**src/rob_defines.svh**
```systemverilog
`ifndef ROB_DEFINES_SVH
`define ROB_DEFINES_SVH

// Number of buffer entries
`define ROB_LENGTH 16

// Ops accepted and retired per cycle
`define ROB_WIDTH 2

// Writeback ports
`define ROB_WB 2

// Index bits plus one wrap bit
`define ROB_SQN_W 5

`endif

```
**src/robPkg.sv**
```systemverilog
`include "rob_defines.svh"

package robPkg;

    typedef logic [`ROB_SQN_W-1:0] SqN;
    typedef logic [$clog2(`ROB_LENGTH)-1:0] RobIdx;
    typedef logic [$clog2(`ROB_WIDTH)-1:0] SlotIdx;
    typedef logic [5:0] Tag;
    typedef logic [4:0] RegName;
    typedef logic [2:0] FetchId;

    // PRED_TAKEN and above go to the trap port, FENCE and above also stop retirement
    typedef enum logic [3:0] {
        NONE       = 4'd0,
        BRANCH     = 4'd1,
        PRED_TAKEN = 4'd2,
        FENCE      = 4'd3,
        TRAP       = 4'd4,
        ILLEGAL    = 4'd5,
        LD_FAULT   = 4'd6,
        ST_FAULT   = 4'd7,
        NX         = 4'd15
    } FlagCode;

    // Bit positions in the FP exception flag vector
    localparam logic [2:0] FP_NX = 3'd0;
    localparam logic [2:0] FP_UF = 3'd1;
    localparam logic [2:0] FP_OF = 3'd2;
    localparam logic [2:0] FP_DZ = 3'd3;
    localparam logic [2:0] FP_NV = 3'd4;

    typedef struct packed {
        logic       isExc;
        logic [2:0] idx;
    } FpExc;

    // Integer ops carry a FlagCode, FP ops that finish normally carry an FpExc
    typedef union packed {
        FlagCode code;
        FpExc    fp;
    } RobFlags;

    typedef struct packed {
        logic    valid;
        logic    wrap;
        Tag      tag;
        RegName  name;
        FetchId  fetchId;
        logic    isFP;
        RobFlags flags;
    } RobEntry;

    typedef struct packed {
        logic   valid;
        SqN     sqN;
        Tag     tag;
        RegName name;
        FetchId fetchId;
        logic   isFP;
        logic   trapAtDecode;
    } RenameOp;

    typedef struct packed {
        logic    valid;
        SqN      sqN;
        RobFlags flags;
    } WbOp;

    typedef struct packed {
        logic   taken;
        SqN     sqN;
        FetchId fetchId;
    } BranchIn;

    typedef struct packed {
        logic   valid;
        SqN     sqN;
        RegName name;
        Tag     tag;
        logic   isBranch;
        logic   replay;
    } CommitOp;

    typedef struct packed {
        logic    valid;
        SqN      sqN;
        FlagCode flags;
        Tag      tag;
        FetchId  fetchId;
    } TrapOp;

    typedef struct packed {
        logic [$clog2(`ROB_WIDTH+1)-1:0] count;
        logic [`ROB_WIDTH-1:0]           retire;
        logic                            trapValid;
        SlotIdx                          trapSlot;
        logic [4:0]                      fpFlags;
    } CommitPlan;

    typedef struct packed {
        logic [`ROB_WIDTH-1:0] replay;
        logic                  active;
        logic                  done;
    } ReplayPlan;

    // True when a is strictly younger than b, tolerant of sequence wrap
    function automatic logic isYounger(SqN a, SqN b);
        SqN diff;
        diff = a - b;
        return $signed(diff) > 0;
    endfunction

endpackage

```
**src/commitScan.sv**
```systemverilog
`timescale 1ns/10ps
`include "rob_defines.svh"

module commitScan (
    input  robPkg::RobEntry   window [`ROB_WIDTH-1:0],
    input  robPkg::SqN        head,
    input  logic              stopped,
    output robPkg::CommitPlan plan
);

    always_comb begin
        logic blocked;
        logic trapSeen;
        logic fpExc;
        logic traps;
        robPkg::SqN slotSqN;
        robPkg::RobEntry e;

        plan = '0;
        blocked = stopped;
        trapSeen = 1'b0;

        for (int k = 0; k < `ROB_WIDTH; k++) begin
            e = window[k];
            slotSqN = head + robPkg::SqN'(k);
            fpExc = e.isFP && e.flags.fp.isExc;
            traps = !fpExc && e.flags.code >= robPkg::PRED_TAKEN;

            // Entry must belong to the current lap of the sequence space
            if (!blocked && e.valid && e.wrap == slotSqN[`ROB_SQN_W-1]
                    && e.flags.code != robPkg::NX
                    && (!trapSeen || e.flags.code == robPkg::NONE)) begin
                plan.retire[k] = 1'b1;
                plan.count = plan.count + 1'b1;

                if (traps) begin
                    plan.trapValid = 1'b1;
                    plan.trapSlot = robPkg::SlotIdx'(k);
                    trapSeen = 1'b1;
                    // Serializing ops end the group
                    if (e.flags.code >= robPkg::FENCE) begin
                        blocked = 1'b1;
                    end
                end else if (fpExc && e.flags.fp.idx <= robPkg::FP_NV) begin
                    plan.fpFlags[e.flags.fp.idx] = 1'b1;
                    // Underflow and overflow are inexact as well
                    if (e.flags.fp.idx == robPkg::FP_UF || e.flags.fp.idx == robPkg::FP_OF) begin
                        plan.fpFlags[robPkg::FP_NX] = 1'b1;
                    end
                end
            end else begin
                blocked = 1'b1;
            end
        end
    end

endmodule

```
**src/replayWalker.sv**
```systemverilog
`timescale 1ns/10ps
`include "rob_defines.svh"

module replayWalker (
    input  logic              clk,
    input  logic              rst,
    input  robPkg::BranchIn   branch,
    input  robPkg::SqN        head,
    input  robPkg::RobEntry   window [`ROB_WIDTH-1:0],
    output robPkg::SqN        iter,
    output robPkg::ReplayPlan plan
);

    logic active;
    robPkg::SqN endSqN;
    logic [`ROB_WIDTH-1:0] windowValid;

    // Slots up to and including the branch are replayed, the first one past it ends the walk
    always_comb begin
        robPkg::SqN slotSqN;

        plan = '0;
        plan.active = active;
        for (int k = 0; k < `ROB_WIDTH; k++) begin
            slotSqN = iter + robPkg::SqN'(k);
            windowValid[k] = window[k].valid;
            if (robPkg::isYounger(slotSqN, endSqN)) begin
                plan.done = active;
            end else begin
                plan.replay[k] = active;
            end
        end
    end

    always_ff @(posedge clk) begin
        if (rst) begin
            active <= 1'b0;
        end else if (branch.taken) begin
            // A newer mispredict restarts the walk from the head
            active <= 1'b1;
            endSqN <= branch.sqN;
            iter <= head;
        end else if (active) begin
            if (plan.done) begin
                active <= 1'b0;
            end else begin
                iter <= iter + robPkg::SqN'(`ROB_WIDTH);
            end
        end
    end

    // Everything between head and branch is still held by storage
    assert property (@(posedge clk) disable iff (rst)
        (plan.active && !branch.taken) |-> ((plan.replay & ~windowValid) == '0));

endmodule

```
**src/retireControl.sv**
```systemverilog
`timescale 1ns/10ps
`include "rob_defines.svh"

module retireControl (
    input  logic              clk,
    input  logic              rst,
    input  robPkg::CommitPlan commitPlan,
    input  robPkg::ReplayPlan replayPlan,
    input  robPkg::SqN        replayIter,
    input  robPkg::RobEntry   window [`ROB_WIDTH-1:0],
    input  robPkg::BranchIn   branch,
    output robPkg::RobIdx     readIndex,
    output logic [`ROB_WIDTH-1:0] retireClear,
    output logic              stopped,
    output robPkg::CommitOp   commit [`ROB_WIDTH-1:0],
    output robPkg::TrapOp     trap,
    output logic [4:0]        fpFlags,
    output logic              mispredFlush,
    output robPkg::SqN        curSqN,
    output robPkg::SqN        maxSqN,
    output robPkg::FetchId    curFetchId
);

    robPkg::SqN head;
    logic stop;
    logic commitMode;
    robPkg::RobEntry trapEntry;

    function automatic robPkg::CommitOp makeOp(robPkg::RobEntry e, robPkg::SqN sqN,
                                               logic replay);
        robPkg::CommitOp op;
        logic intCode;
        intCode = !(e.isFP && e.flags.fp.isExc);
        op.valid = 1'b1;
        op.sqN = sqN;
        op.tag = e.tag;
        // Faulting ops write nothing, send them to x0
        op.name = (intCode && e.flags.code inside {robPkg::ILLEGAL, robPkg::LD_FAULT,
                   robPkg::ST_FAULT}) ? '0 : e.name;
        op.isBranch = intCode && (e.flags.code == robPkg::BRANCH
                                  || e.flags.code == robPkg::PRED_TAKEN);
        op.replay = replay;
        return op;
    endfunction

    assign commitMode = !branch.taken && !replayPlan.active;
    assign readIndex = replayPlan.active ? robPkg::RobIdx'(replayIter) : robPkg::RobIdx'(head);
    assign retireClear = commitMode ? commitPlan.retire : '0;
    assign stopped = stop;
    assign trapEntry = window[commitPlan.trapSlot];
    assign curSqN = head;
    assign maxSqN = head + robPkg::SqN'(`ROB_LENGTH - 1);

    always_ff @(posedge clk) begin
        if (rst) begin
            head <= '0;
            stop <= 1'b0;
            fpFlags <= '0;
            mispredFlush <= 1'b0;
            curFetchId <= '1;
            trap.valid <= 1'b0;
            for (int k = 0; k < `ROB_WIDTH; k++) begin
                commit[k].valid <= 1'b0;
            end
        end else begin
            stop <= 1'b0;
            fpFlags <= '0;
            trap.valid <= 1'b0;
            for (int k = 0; k < `ROB_WIDTH; k++) begin
                commit[k].valid <= 1'b0;
            end

            if (branch.taken) begin
                mispredFlush <= 1'b0;
                curFetchId <= branch.fetchId;
            end else if (replayPlan.active) begin
                // Replay rolls back the rename map, the head stays put
                mispredFlush <= 1'b1;
                for (int k = 0; k < `ROB_WIDTH; k++) begin
                    if (replayPlan.replay[k]) begin
                        commit[k] <= makeOp(window[k], replayIter + robPkg::SqN'(k), 1'b1);
                    end
                end
            end else begin
                mispredFlush <= 1'b0;
                for (int k = 0; k < `ROB_WIDTH; k++) begin
                    if (commitPlan.retire[k]) begin
                        commit[k] <= makeOp(window[k], head + robPkg::SqN'(k), 1'b0);
                        curFetchId <= window[k].fetchId;
                    end
                end
                if (commitPlan.trapValid) begin
                    trap.valid <= 1'b1;
                    trap.sqN <= head + robPkg::SqN'(commitPlan.trapSlot);
                    trap.flags <= trapEntry.flags.code;
                    trap.tag <= trapEntry.tag;
                    trap.fetchId <= trapEntry.fetchId;
                    stop <= trapEntry.flags.code >= robPkg::FENCE;
                end
                fpFlags <= commitPlan.fpFlags;
                head <= head + robPkg::SqN'(commitPlan.count);
            end
        end
    end

endmodule

```
**src/robStorage.sv**
```systemverilog
`timescale 1ns/10ps
`include "rob_defines.svh"

module robStorage (
    input  logic              clk,
    input  logic              rst,
    input  robPkg::RenameOp   enq [`ROB_WIDTH-1:0],
    input  robPkg::WbOp       wb [`ROB_WB-1:0],
    input  robPkg::BranchIn   branch,
    input  robPkg::RobIdx     readIndex,
    input  logic [`ROB_WIDTH-1:0] retireClear,
    output robPkg::RobEntry   window [`ROB_WIDTH-1:0]
);

    robPkg::RobEntry entries [`ROB_LENGTH-1:0];

    logic [`ROB_WIDTH-1:0] enqClash;
    logic [`ROB_WB-1:0] wbNotDone;

    // Window of consecutive entries, wrapping at the end of the array
    always_comb begin
        for (int k = 0; k < `ROB_WIDTH; k++) begin
            window[k] = entries[readIndex + robPkg::RobIdx'(k)];
        end
    end

    always_ff @(posedge clk) begin
        if (rst) begin
            for (int i = 0; i < `ROB_LENGTH; i++) begin
                entries[i].valid <= 1'b0;
            end
        end else begin
            for (int k = 0; k < `ROB_WIDTH; k++) begin
                if (retireClear[k]) begin
                    entries[readIndex + robPkg::RobIdx'(k)].valid <= 1'b0;
                end
            end

            if (branch.taken) begin
                // Drop everything on the wrong path
                for (int i = 0; i < `ROB_LENGTH; i++) begin
                    if (robPkg::isYounger({entries[i].wrap, robPkg::RobIdx'(i)}, branch.sqN)) begin
                        entries[i].valid <= 1'b0;
                    end
                end
            end else begin
                for (int k = 0; k < `ROB_WIDTH; k++) begin
                    if (enq[k].valid) begin
                        entries[robPkg::RobIdx'(enq[k].sqN)].valid <= 1'b1;
                        entries[robPkg::RobIdx'(enq[k].sqN)].wrap <= enq[k].sqN[`ROB_SQN_W-1];
                        entries[robPkg::RobIdx'(enq[k].sqN)].tag <= enq[k].tag;
                        entries[robPkg::RobIdx'(enq[k].sqN)].name <= enq[k].name;
                        entries[robPkg::RobIdx'(enq[k].sqN)].fetchId <= enq[k].fetchId;
                        entries[robPkg::RobIdx'(enq[k].sqN)].isFP <= enq[k].isFP;
                        entries[robPkg::RobIdx'(enq[k].sqN)].flags.code <=
                            enq[k].trapAtDecode ? robPkg::TRAP : robPkg::NX;
                    end
                end
            end

            // Completion, ignoring results from the wrong path
            for (int k = 0; k < `ROB_WB; k++) begin
                if (wb[k].valid && !(branch.taken && robPkg::isYounger(wb[k].sqN, branch.sqN))) begin
                    entries[robPkg::RobIdx'(wb[k].sqN)].flags <= wb[k].flags;
                end
            end
        end
    end

    always_comb begin
        for (int k = 0; k < `ROB_WIDTH; k++) begin
            enqClash[k] = enq[k].valid && !branch.taken
                && entries[robPkg::RobIdx'(enq[k].sqN)].valid;
        end
        for (int k = 0; k < `ROB_WB; k++) begin
            wbNotDone[k] = wb[k].valid && wb[k].flags.code == robPkg::NX;
        end
    end

    // Enqueue must stay inside the window that maxSqN reports
    assert property (@(posedge clk) disable iff (rst) enqClash == '0);

    assert property (@(posedge clk) disable iff (rst) wbNotDone == '0);

endmodule

```
**src/robTop.sv**
```systemverilog
`timescale 1ns/10ps
`include "rob_defines.svh"

module robTop (
    input  logic            clk,
    input  logic            rst,
    input  robPkg::RenameOp enq [`ROB_WIDTH-1:0],
    input  robPkg::WbOp     wb [`ROB_WB-1:0],
    input  robPkg::BranchIn branch,
    output robPkg::CommitOp commit [`ROB_WIDTH-1:0],
    output robPkg::TrapOp   trap,
    output logic [4:0]      fpFlags,
    output logic            mispredFlush,
    output robPkg::SqN      curSqN,
    output robPkg::SqN      maxSqN,
    output robPkg::FetchId  curFetchId
);

    robPkg::RobEntry window [`ROB_WIDTH-1:0];
    robPkg::RobIdx readIndex;
    logic [`ROB_WIDTH-1:0] retireClear;
    logic stopped;
    robPkg::CommitPlan commitPlan;
    robPkg::ReplayPlan replayPlan;
    robPkg::SqN replayIter;

    robStorage i_storage (
        .clk         (clk),
        .rst         (rst),
        .enq         (enq),
        .wb          (wb),
        .branch      (branch),
        .readIndex   (readIndex),
        .retireClear (retireClear),
        .window      (window)
    );

    // Scan and walker look at the same window, the controller picks one
    commitScan i_scan (
        .window  (window),
        .head    (curSqN),
        .stopped (stopped),
        .plan    (commitPlan)
    );

    replayWalker i_walker (
        .clk    (clk),
        .rst    (rst),
        .branch (branch),
        .head   (curSqN),
        .window (window),
        .iter   (replayIter),
        .plan   (replayPlan)
    );

    retireControl i_retire (
        .clk          (clk),
        .rst          (rst),
        .commitPlan   (commitPlan),
        .replayPlan   (replayPlan),
        .replayIter   (replayIter),
        .window       (window),
        .branch       (branch),
        .readIndex    (readIndex),
        .retireClear  (retireClear),
        .stopped      (stopped),
        .commit       (commit),
        .trap         (trap),
        .fpFlags      (fpFlags),
        .mispredFlush (mispredFlush),
        .curSqN       (curSqN),
        .maxSqN       (maxSqN),
        .curFetchId   (curFetchId)
    );

endmodule

```
**config.mk**
```make
export PLATFORM = sky130hd
export DESIGN_NAME = robTop
export DESIGN_NICKNAME = d
export VERILOG_FILES = /design/src/robPkg.sv /design/src/commitScan.sv /design/src/replayWalker.sv /design/src/retireControl.sv /design/src/robStorage.sv /design/src/robTop.sv
export VERILOG_INCLUDE_DIRS = /design/src
export SDC_FILE = /design/constraint.sdc
export NUM_CORES = 1
export LEC_CHECK = 0
export BUFFER_PORTS_ARGS = -buffer_cell sky130_fd_sc_hd__buf_2
export CAP_MARGIN = 20
export CORE_UTILIZATION = 40
export DETAILED_ROUTE_END_ITERATION = 10
export GPL_TIMING_DRIVEN = 0
export PLACE_DENSITY = 0.61
export SYNTH_ARGS = -nofsm -noshare
export SYNTH_HDL_FRONTEND = slang
export SYNTH_SLANG_ARGS = --single-unit
```
**constraint.sdc**
```tcl
create_clock -name clk -period 15.7 [get_ports clk]
set_clock_uncertainty 0.2 [all_clocks]
set_input_delay 3.14 -clock clk [delete_from_list [all_inputs] [get_ports clk]]
set_output_delay 3.14 -clock clk [all_outputs]
set_load 0.005 [all_outputs]
```
==> results.md, run 1 <==
* Buffer count from post-CTS setup fixing at 0
* Antenna violations before repair at 5
* Number of nets still failing antenna checks after routing at 0
* Family with the most delay on the worst path: buffers and inverters
* Nature of the critical path endpoint: flop
* Peak clock frequency supported by timing at ~93 MHz
* Mean area per synthesized cell at 10.7 um^2
* Wire length of the first global-routing pass at roughly 150,000 um
* Number of hold violations in the final report at 0
* Resized cells post-CTS at 0
* Starting density of the core at 0.407
* Final slew viol count at 0
* Final routed wirelength across all metal layers at 105,000 um
* Placed cell areas at 28,100 um^2
* Worst endpoint data arrival time at 10.87 ns
* Fraction of final layout cells sized beyond drive strength 1 at 0.160
* Setup total negative slack at 0 ns
* Maximum VDD drop at between 0.07 and 0.08 mV
* Floorplan core area at around 63,000 um^2
* Number of buffers added by the clock tree synthesis step at between 40 and 50
* Number of flip-flops and latches in the synthesized netlist at 419
* Overall fraction of global-route tracks in use at 0.315
* Non-Filler Cell Area, Final at 29,800 um^2
* Vias in the first global route at between 20,000 and 25,000
* Required time of the critical path at 15.84 ns
* Wire per inst at 30.3 um
* Final period utilization at 0.683
* DR vias/cell at 6.63
* Slowest stage delay, CP at 0.86 ns
* TritonCTS clock tree: built
* Max Cap Viol at 0
* Worst skew pair latency at around 0.62 ns
* Buf+Inv Stages, Crit Path at 12
* Unrepaired setup endpoints after global routing: no
* Gpl congestion at 1.03
* Number of enable flip-flop cells after synthesis at 384
* Post-synth cell types at 72
* Half-perimeter wire length after placement at 78,500 um
* Transition at the pin with the smallest max-transition slack at 1.27 ns
* Clock transition at path regs at about 0.060 ns
* Deepest clock path buffer count at 3
* Post-synthesis cell area at ~26,000 um^2
* Synthesis-to-layout area growth at 15.6%
* Normalized max-slew margin at 0.149
* Cell Chain, Critical Path: mux2i_1, buf_2, buf_2, buf_1, buf_2, buf_2, clkbuf_1, buf_1, ha_1, clkbuf_1, buf_1, clkbuf_1, clkbuf_1, clkbuf_1, mux4_2, nand2_1, nand3_1, and3_1
* Chip height at 256 um
* Number of H-tree levels at 2
* Die boundary width at around 260 um
* Number of nets in the synthesized netlist at between 2,000 and 3,000
* FFs w/ async S/R, synth at 0
* Pwr per Cell Area at 96.5 nW/um^2
* Instance count of the mapped netlist at 2,398
* Critical path launch point type: flop
* Final setup vio count at 0
* Count of synthesis-stage warnings from yosys at 0
* Top cells by area in the synthesized netlist: sky130_fd_sc_hd__edfxtp_1, sky130_fd_sc_hd__mux4_2, sky130_fd_sc_hd__a22o_1
* Clock root buffer master: sky130_fd_sc_hd__clkbuf_16
* Static leakage power at 10.0 nW
* Number of nets at the end of the flow at 2,710
* Top-area cell type share of the netlist area at 0.448
* Maximum number of pins on one net before global-route repair at 21
* DRC violation count after routing at 0
* Result of the run: completed
* Top-level I/O count at between 150 and 200
* Highest fanout seen on the critical path at 12
* Num rows at 92
* Total overflow reported by the global router at 0
* Final period demand of the worst path at 10.73 ns
* Count of TritonRoute iterations in the first routing pass at 7
* Hold_buf cts at 0
* Overall via count from detail_route at roughly 23,000
* Count of routing violations after the opening detailed-route iteration at 3,501
* # clock sinks at 419
* Top FF cell, synth: sky130_fd_sc_hd__edfxtp_1
* Critical path class: reg -> reg
* Finished Core Util at 0.470
* Library cell appearing most often on the critical path: sky130_fd_sc_hd__clkbuf_1
* Largest area contributor in the synthesized netlist: sky130_fd_sc_hd__edfxtp_1
* Master of the slowest instance on the critical path: sky130_fd_sc_hd__buf_1
* Sequential share of the synthesized area at 0.475
* Number of buffers added on ports at roughly 110
* Total Die Area at approximately 65,000 um^2
* Min-delay worst type: reg -> reg
==> cell families after synthesis <==
group                    after synthesis  share of synthesized area
AND/OR/NAND/NOR                      821                      0.141
AO/OA/AOI/OAI                        601                      0.172
multiplexers                         179                      0.128
adder cells (fa/ha/maj)               42                     0.0219
buffers and inverters                270                     0.0409
XOR/XNOR                              66                     0.0224
flip-flops                           419                      0.475
==> per-layer routing <==
metal,up-vias,share of wire,global-route usage
met5,-,0.00054,0
met4,8,0.043,0.120
met3,324,0.13,0.0915
met2,1800,0.45,0.493
met1,11400,0.38,0.413
li1,9568,-,-
==> report_power, final <==
group          internal, mW  switching (mW)  total [mW]
combinational         0.133           0.293       0.426
sequential             1.23          0.0142        1.25
clock                 0.700           0.502        1.20
==> state kept, by name, summed over array words and instances, names as in the netlist <==
register / count
i_retire.mispredFlush: 1
i_walker.active: 1
i_retire.fpFlags: 5
i_walker.iter: 5
i_retire.curFetchId: 3
i_retire.trap: 19
i_walker.endSqN: 5
i_retire.stopped: 1
i_retire.commit: 38
i_storage.entries: 336
i_retire.curSqN: 5
==> worst reg2reg max path, stage by stage (launching register included) <==
cell                       delay [ns]
sky130_fd_sc_hd__edfxtp_1        0.56
sky130_fd_sc_hd__mux2i_1         0.39
sky130_fd_sc_hd__buf_2           0.43
sky130_fd_sc_hd__buf_2           0.40
sky130_fd_sc_hd__buf_1           0.87
sky130_fd_sc_hd__buf_2           0.60
sky130_fd_sc_hd__buf_2           0.47
sky130_fd_sc_hd__clkbuf_1        0.75
sky130_fd_sc_hd__buf_1           0.81
sky130_fd_sc_hd__ha_1            0.23
sky130_fd_sc_hd__clkbuf_1        0.50
sky130_fd_sc_hd__buf_1           0.83
sky130_fd_sc_hd__clkbuf_1        0.84
sky130_fd_sc_hd__clkbuf_1        0.80
sky130_fd_sc_hd__clkbuf_1        0.79
sky130_fd_sc_hd__mux4_2          0.48
sky130_fd_sc_hd__nand2_1         0.10
sky130_fd_sc_hd__nand3_1         0.13
sky130_fd_sc_hd__and3_1          0.30
==> layout by cell type (no fill, tap or decap), types with 8 or more instances in the layout <==
master / count
sky130_fd_sc_hd__a22oi_1: 28
sky130_fd_sc_hd__mux2_2: 20
sky130_fd_sc_hd__mux2i_1: 38
sky130_fd_sc_hd__nand2_1: 400
sky130_fd_sc_hd__nor3_1: 40
sky130_fd_sc_hd__buf_2: 130
sky130_fd_sc_hd__edfxtp_1: 384
sky130_fd_sc_hd__nand3_1: 119
sky130_fd_sc_hd__ha_1: 37
sky130_fd_sc_hd__nand4_1: 10
sky130_fd_sc_hd__a21o_1: 10
sky130_fd_sc_hd__clkinv_2: 8
sky130_fd_sc_hd__inv_1: 40
sky130_fd_sc_hd__clkbuf_16: 50
sky130_fd_sc_hd__o21a_1: 13
sky130_fd_sc_hd__nor2_1: 144
sky130_fd_sc_hd__a31oi_1: 27
sky130_fd_sc_hd__o22ai_1: 16
sky130_fd_sc_hd__dfxtp_1: 35
sky130_fd_sc_hd__xor2_1: 26
sky130_fd_sc_hd__nor4_1: 15
sky130_fd_sc_hd__mux4_2: 115
sky130_fd_sc_hd__o22ai_4: 10
sky130_fd_sc_hd__a22o_1: 262
sky130_fd_sc_hd__and2_1: 20
sky130_fd_sc_hd__and3_1: 28
sky130_fd_sc_hd__buf_1: 56
sky130_fd_sc_hd__xnor2_1: 40
sky130_fd_sc_hd__clkbuf_1: 167
sky130_fd_sc_hd__o21ai_0: 39
sky130_fd_sc_hd__nor3_2: 9
sky130_fd_sc_hd__a21oi_1: 133
==> cell usage after synthesis, drive strengths merged, types with 3 or more instances <==
cell	instances
a21boi	3
a21o	10
a21oi	134
a221o	4
a22o	262
a22oi	29
a2bb2oi	7
a31oi	27
a41oi	3
and2	20
and3	28
buf	72
clkbuf	155
dfxtp	35
edfxtp	384
fa	5
ha	37
inv	41
mux2	25
mux2i	39
mux4	115
nand2	400
nand2b	8
nand3	120
nand3b	3
nand4	10
nand4b	3
nor2	144
nor3	51
nor4	15
o2111a	7
o211ai	6
o21a	13
o21ai	41
o22ai	28
o311ai	4
o32ai	5
or2	5
or3	4
xnor2	40
xor2	26
==> cell type report <==
class	instances	area, um^2
Antenna cell	1	2.50
Buffer	227	892
Clock buffer	64	1320
Clock inverter	25	334
Fill cell	5857	33500
Inverter	43	161
Multi-Input combinational cell	1709	12700
Sequential cell	419	12200
Tap cell	846	1060
Timing Repair Buffer	145	1060
==> final timing paths <==
check	slack (ns)	startpoint	endpoint	cells after the start
worst min-delay path	0.33	i_storage.entries[6][20]	i_storage.entries[6][20]	2
worst max-delay path	4.97	i_walker.iter[0]	i_retire.commit[30]	18
worst max register to register	4.97	i_walker.iter[0]	i_retire.commit[30]	18
worst min register to register	0.33	i_storage.entries[6][20]	i_storage.entries[6][20]	2
==> metrics by stage <==
step / power [mW] / setup WS (ns) / hold WS [ns] / std cells
final: 2.87 / 4.97 / 0.332 / 3479
after global routing: 2.94 / 4.96 / 0.375 / 3478
after CTS: 2.86 / 5.40 / 0.338 / 3474
after floorplan: 1.52 / 7.82 / 0.280 / 2398
after detailed placement: 1.68 / 5.42 / 0.334 / 3385
after global placement: 1.66 / 3.90 / 0.338 / 3356
Power figures use the tool's default switching activity.
==> inputs of run 2 (changes only) <==
Settings changed: ABC_AREA set to 1.
Clock period 15.7 ns to 11.2 ns, I/O delays scaled along.
==> run 2 against run 1 <==
First-iteration DRC count rose by 22%. Sequential share of layout area down 1.1 points. Area after synthesis is 5.6% higher. Setup slack worse by 1.3 ns. Core utilization shrank 1.6 points. Register-to-register slack worse by 1.3 ns. Non-clock buffer count grew 23. Fmax is 42% higher. Count of clock-buffer cells in the layout shrank 6. Cell count rose by 32%. Wire length is 19% higher. Largest power group unchanged. Synthesized cell count increased by 46%.
==> results.md, run 2 <==
* Resized cells post-CTS at 0 (unchanged)
* Sequential share of the synthesized area at 0.450 (was 0.475)
* Count of TritonRoute iterations in the first routing pass at 7 (unchanged)
* Setup total negative slack at 0 ns (unchanged)
* Starting density of the core at 0.404 (was 0.407)
* Cell internal pwr at 2.83 mW (was 2.07 mW)
* Normalized max-slew margin at 0.280 (was 0.149)
* Transition at the pin with the smallest max-transition slack at 1.07 ns (was 1.27 ns)
* Number of nets in the synthesized netlist at 3,617 (was 2,515)
* Maximum VDD drop at 0.115 mV (was 0.0711 mV)
* Die boundary width at 263 um (was 256 um)
* Final routed wirelength across all metal layers at 126,000 um (was 105,000 um)
* Final period demand of the worst path at 7.56 ns (was 10.73 ns)
* Final period utilization at 0.675 (was 0.683)
* Buffer count from post-CTS setup fixing at 0 (unchanged)
* Synthesis-to-layout area growth at 12.4% (was 15.6%)
* Unrepaired setup endpoints after global routing: no (unchanged)
* Top FF cell, synth: sky130_fd_sc_hd__edfxtp_1 (unchanged)
* Nature of the critical path endpoint: flop (unchanged)
* Top Registers: i_storage.entries: 336 flops, i_retire.commit: 38 flops, i_retire.trap: 19 flops (unchanged)
* Total Die Area at 69,000 um^2 (was 65,400 um^2)
* Gpl congestion at 1.05 (was 1.03)
* Top-level I/O count at 151 (unchanged)
* DR vias/cell at 6.00 (was 6.63)
* Instance count of the mapped netlist at 3,500 (was 2,398)
* Sw Pwr at 1.42 mW (was 0.809 mW)
* Clock root buffer master: sky130_fd_sc_hd__clkbuf_16 (unchanged)
* Wire per inst at 27.3 um (was 30.3 um)
* Mean area per synthesized cell at 7.77 um^2 (was 10.7 um^2)
* Largest area contributor in the synthesized netlist: sky130_fd_sc_hd__edfxtp_1 (unchanged)
* Combinational share of power at 0.223 (was 0.148)
* Clock group share of total power at 0.363 (was 0.418)
* Count of synthesis-stage warnings from yosys at 0 (unchanged)
* Total overflow reported by the global router at 0 (unchanged)
* Number of enable flip-flop cells after synthesis at 384 (unchanged)
* Peak clock frequency supported by timing at 132 MHz (was 93.2 MHz)
* Result of the run: completed (unchanged)
* Vias in the first global route at 24,600 (was 21,900)
* Commonest cells after routing, fill and taps aside: sky130_fd_sc_hd__nand2_1, sky130_fd_sc_hd__o21ai_0, sky130_fd_sc_hd__nand3_1 (was sky130_fd_sc_hd__nand2_1, sky130_fd_sc_hd__edfxtp_1, sky130_fd_sc_hd__a22o_1)
* Overall via count from detail_route at 27,700 (was 23,100)
* Post-synth cell types at 52 (was 72)
* Chip height at 263 um (was 256 um)
* Switching portion of total power at 0.333 (was 0.281)
* Top cells by area in the synthesized netlist: sky130_fd_sc_hd__edfxtp_1, sky130_fd_sc_hd__o21ai_0, sky130_fd_sc_hd__nand3_1 (was sky130_fd_sc_hd__edfxtp_1, sky130_fd_sc_hd__mux4_2, sky130_fd_sc_hd__a22o_1)
* Dominant cell by count in the synthesized netlist: sky130_fd_sc_hd__nand2_1 (unchanged)
* Number of flip-flops and latches in the synthesized netlist at 419 (unchanged)
* Wire length of the first global-routing pass at 176,000 um (was 151,000 um)
* Pwr per Cell Area at 139 nW/um^2 (was 96.5 nW/um^2)
* # clock sinks at 419 (unchanged)
* Master of the slowest instance on the critical path: sky130_fd_sc_hd__clkbuf_1 (was sky130_fd_sc_hd__buf_1)
* Most frequent standard cell in the layout excluding fill and tap cells: sky130_fd_sc_hd__nand2_1 (unchanged)
* Minimum setup slack among reg-to-reg paths at 3.64 ns (was 4.97 ns)
* Most used standard cells in the synthesized netlist: sky130_fd_sc_hd__nand2_1, sky130_fd_sc_hd__o21ai_0, sky130_fd_sc_hd__nand3_1 (was sky130_fd_sc_hd__nand2_1, sky130_fd_sc_hd__edfxtp_1, sky130_fd_sc_hd__a22o_1)
* Number of buffers added by the clock tree synthesis step at 47 (was 48)
* Setup Slack @ Placement at 3.97 ns (was 5.42 ns)
* Half-perimeter wire length after placement at 100,000 um (was 78,500 um)
* Worst endpoint data arrival time at 7.82 ns (was 10.87 ns)
* FFs w/ async S/R, synth at 0 (unchanged)
* Highest fanout seen on the critical path at 13 (was 12)
* Number of nets still failing antenna checks after routing at 0 (unchanged)
* Deepest clock path buffer count at 3 (unchanged)
* Register ranked first by flip-flop count: i_storage.entries (unchanged)
* Library cell appearing most often on the critical path: sky130_fd_sc_hd__inv_1 (was sky130_fd_sc_hd__clkbuf_1)
* Critical path launch point type: flop (unchanged)
* Number of buffers added on ports at 145 (was 112)
* Antenna violations before repair at 2 (was 5)
* Post-synthesis cell area at 27,200 um^2 (was 25,800 um^2)
* Part of the total power dissipated in sequential elements at 0.414 (was 0.433)
* Maximum number of pins on one net before global-route repair at 20 (was 21)
* Worst skew pair latency at 0.65 ns (was 0.62 ns)
* Clock transition at path regs at 0.06 ns (about the same)
* Final setup vio count at 0 (unchanged)
* Max FFs per register at 336 (unchanged)
* Slowest stage delay, CP at 0.66 ns (was 0.86 ns)
* Hold_buf cts at 0 (unchanged)
* Number of hold violations in the final report at 0 (unchanged)
* Required time of the critical path at 11.46 ns (was 15.84 ns)
* Number of H-tree levels at 2 (unchanged)
* Fraction of final layout cells sized beyond drive strength 1 at 0.0878 (was 0.160)
* Max Cap Viol at 0 (unchanged)
* Number of nets at the end of the flow at 3,815 (was 2,710)
* Count of routing violations after the opening detailed-route iteration at 4,286 (was 3,501)
* Critical path class: reg -> reg (unchanged)
* DRC violation count after routing at 0 (unchanged)
* Num rows at 95 (was 92)
* Min-delay worst type: reg -> reg (unchanged)
* Top-area cell type share of the netlist area at 0.424 (was 0.448)
* Least setup slack across all paths after layout at 3.64 ns (was 4.97 ns)
* Final slew viol count at 0 (unchanged)
* Static leakage power at 12.6 nW (was 10.0 nW)
* Overall fraction of global-route tracks in use at 0.352 (was 0.315)
* TritonCTS clock tree: built (unchanged)
* Floorplan core area at 67,300 um^2 (was 63,300 um^2)
-- run 2: area by class of cell --
type | instances | area [um^2]
timing repair buffer | 149 | 768
buffer | 246 | 1090
sequential | 419 | 12200
antenna | 1 | 2.50
tap | 873 | 1090
clock buffer | 58 | 1230
multi-input combinational | 2429 | 12300
inverter | 406 | 1530
fill | 6874 | 36700
clock inverter | 27 | 278
-- run 2: cell families after synthesis --
logic type,Yosys count,synth area share
flops,419,0.450
xor+xnor,49,0.0158
simple gates,1392,0.222
buf+inv,652,0.0965
mux,1,0.000368
fa+ha+maj,42,0.0207
compound gates,945,0.194
-- run 2: metal layers --
metal  up-vias  wire [um]  track usage
met2      1914      50600        0.492
li1      12500          -            -
met5         -         50            0
met3       153      20600        0.157
met4         4       2290       0.0649
met1     13100      52000        0.499
-- run 2: power groups by stage --
stage,combinational (mW),sequential (mW),clock [mW]
6_report,0.948,1.76,1.54
5_1_grt,1.01,1.76,1.59
4_1_cts,0.912,1.76,1.54
3_5_place_dp,0.909,1.79,0
3_3_place_gp,0.912,1.79,0
2_1_floorplan,0.569,1.78,0
-- run 2: per-stage QoR --
step | power, mW | std cells | area, um^2 | hold slack, ns | utilization
finish | 4.25 | 4608 | 30600 | 0.277 | 0.454
global route | 4.36 | 4608 | 30600 | 0.320 | 0.454
CTS | 4.21 | 4607 | 30600 | 0.286 | 0.454
detailed placement | 2.70 | 4522 | 29100 | 0.267 | 0.432
global placement | 2.70 | 4518 | 29000 | 0.256 | 0.431
floorplan | 2.34 | 3500 | 27200 | 0.266 | -
-- run 2: path summary, 6_finish.rpt --
| kind | depth (start not counted) | end | start |
|---|---|---|---|
| worst max register to register | 30 | i_retire.curSqN[4] | i_retire.curSqN[0] |
| worst max-delay path | 30 | i_retire.curSqN[4] | i_retire.curSqN[0] |
| worst min-delay path | 2 | i_retire.curFetchId[0] | i_retire.curFetchId[0] |
| worst min register to register | 2 | i_retire.curFetchId[0] | i_retire.curFetchId[0] |
-- run 2: worst max-delay path: cells and delay by family (launching register included) --
family | cells | cell delay, ns
compound gates | 2 | 0.23
xor+xnor | 1 | 0.61
fa+ha+maj | 4 | 1.25
buf+inv | 13 | 3.17
flops | 1 | 0.62
simple gates | 10 | 1.33
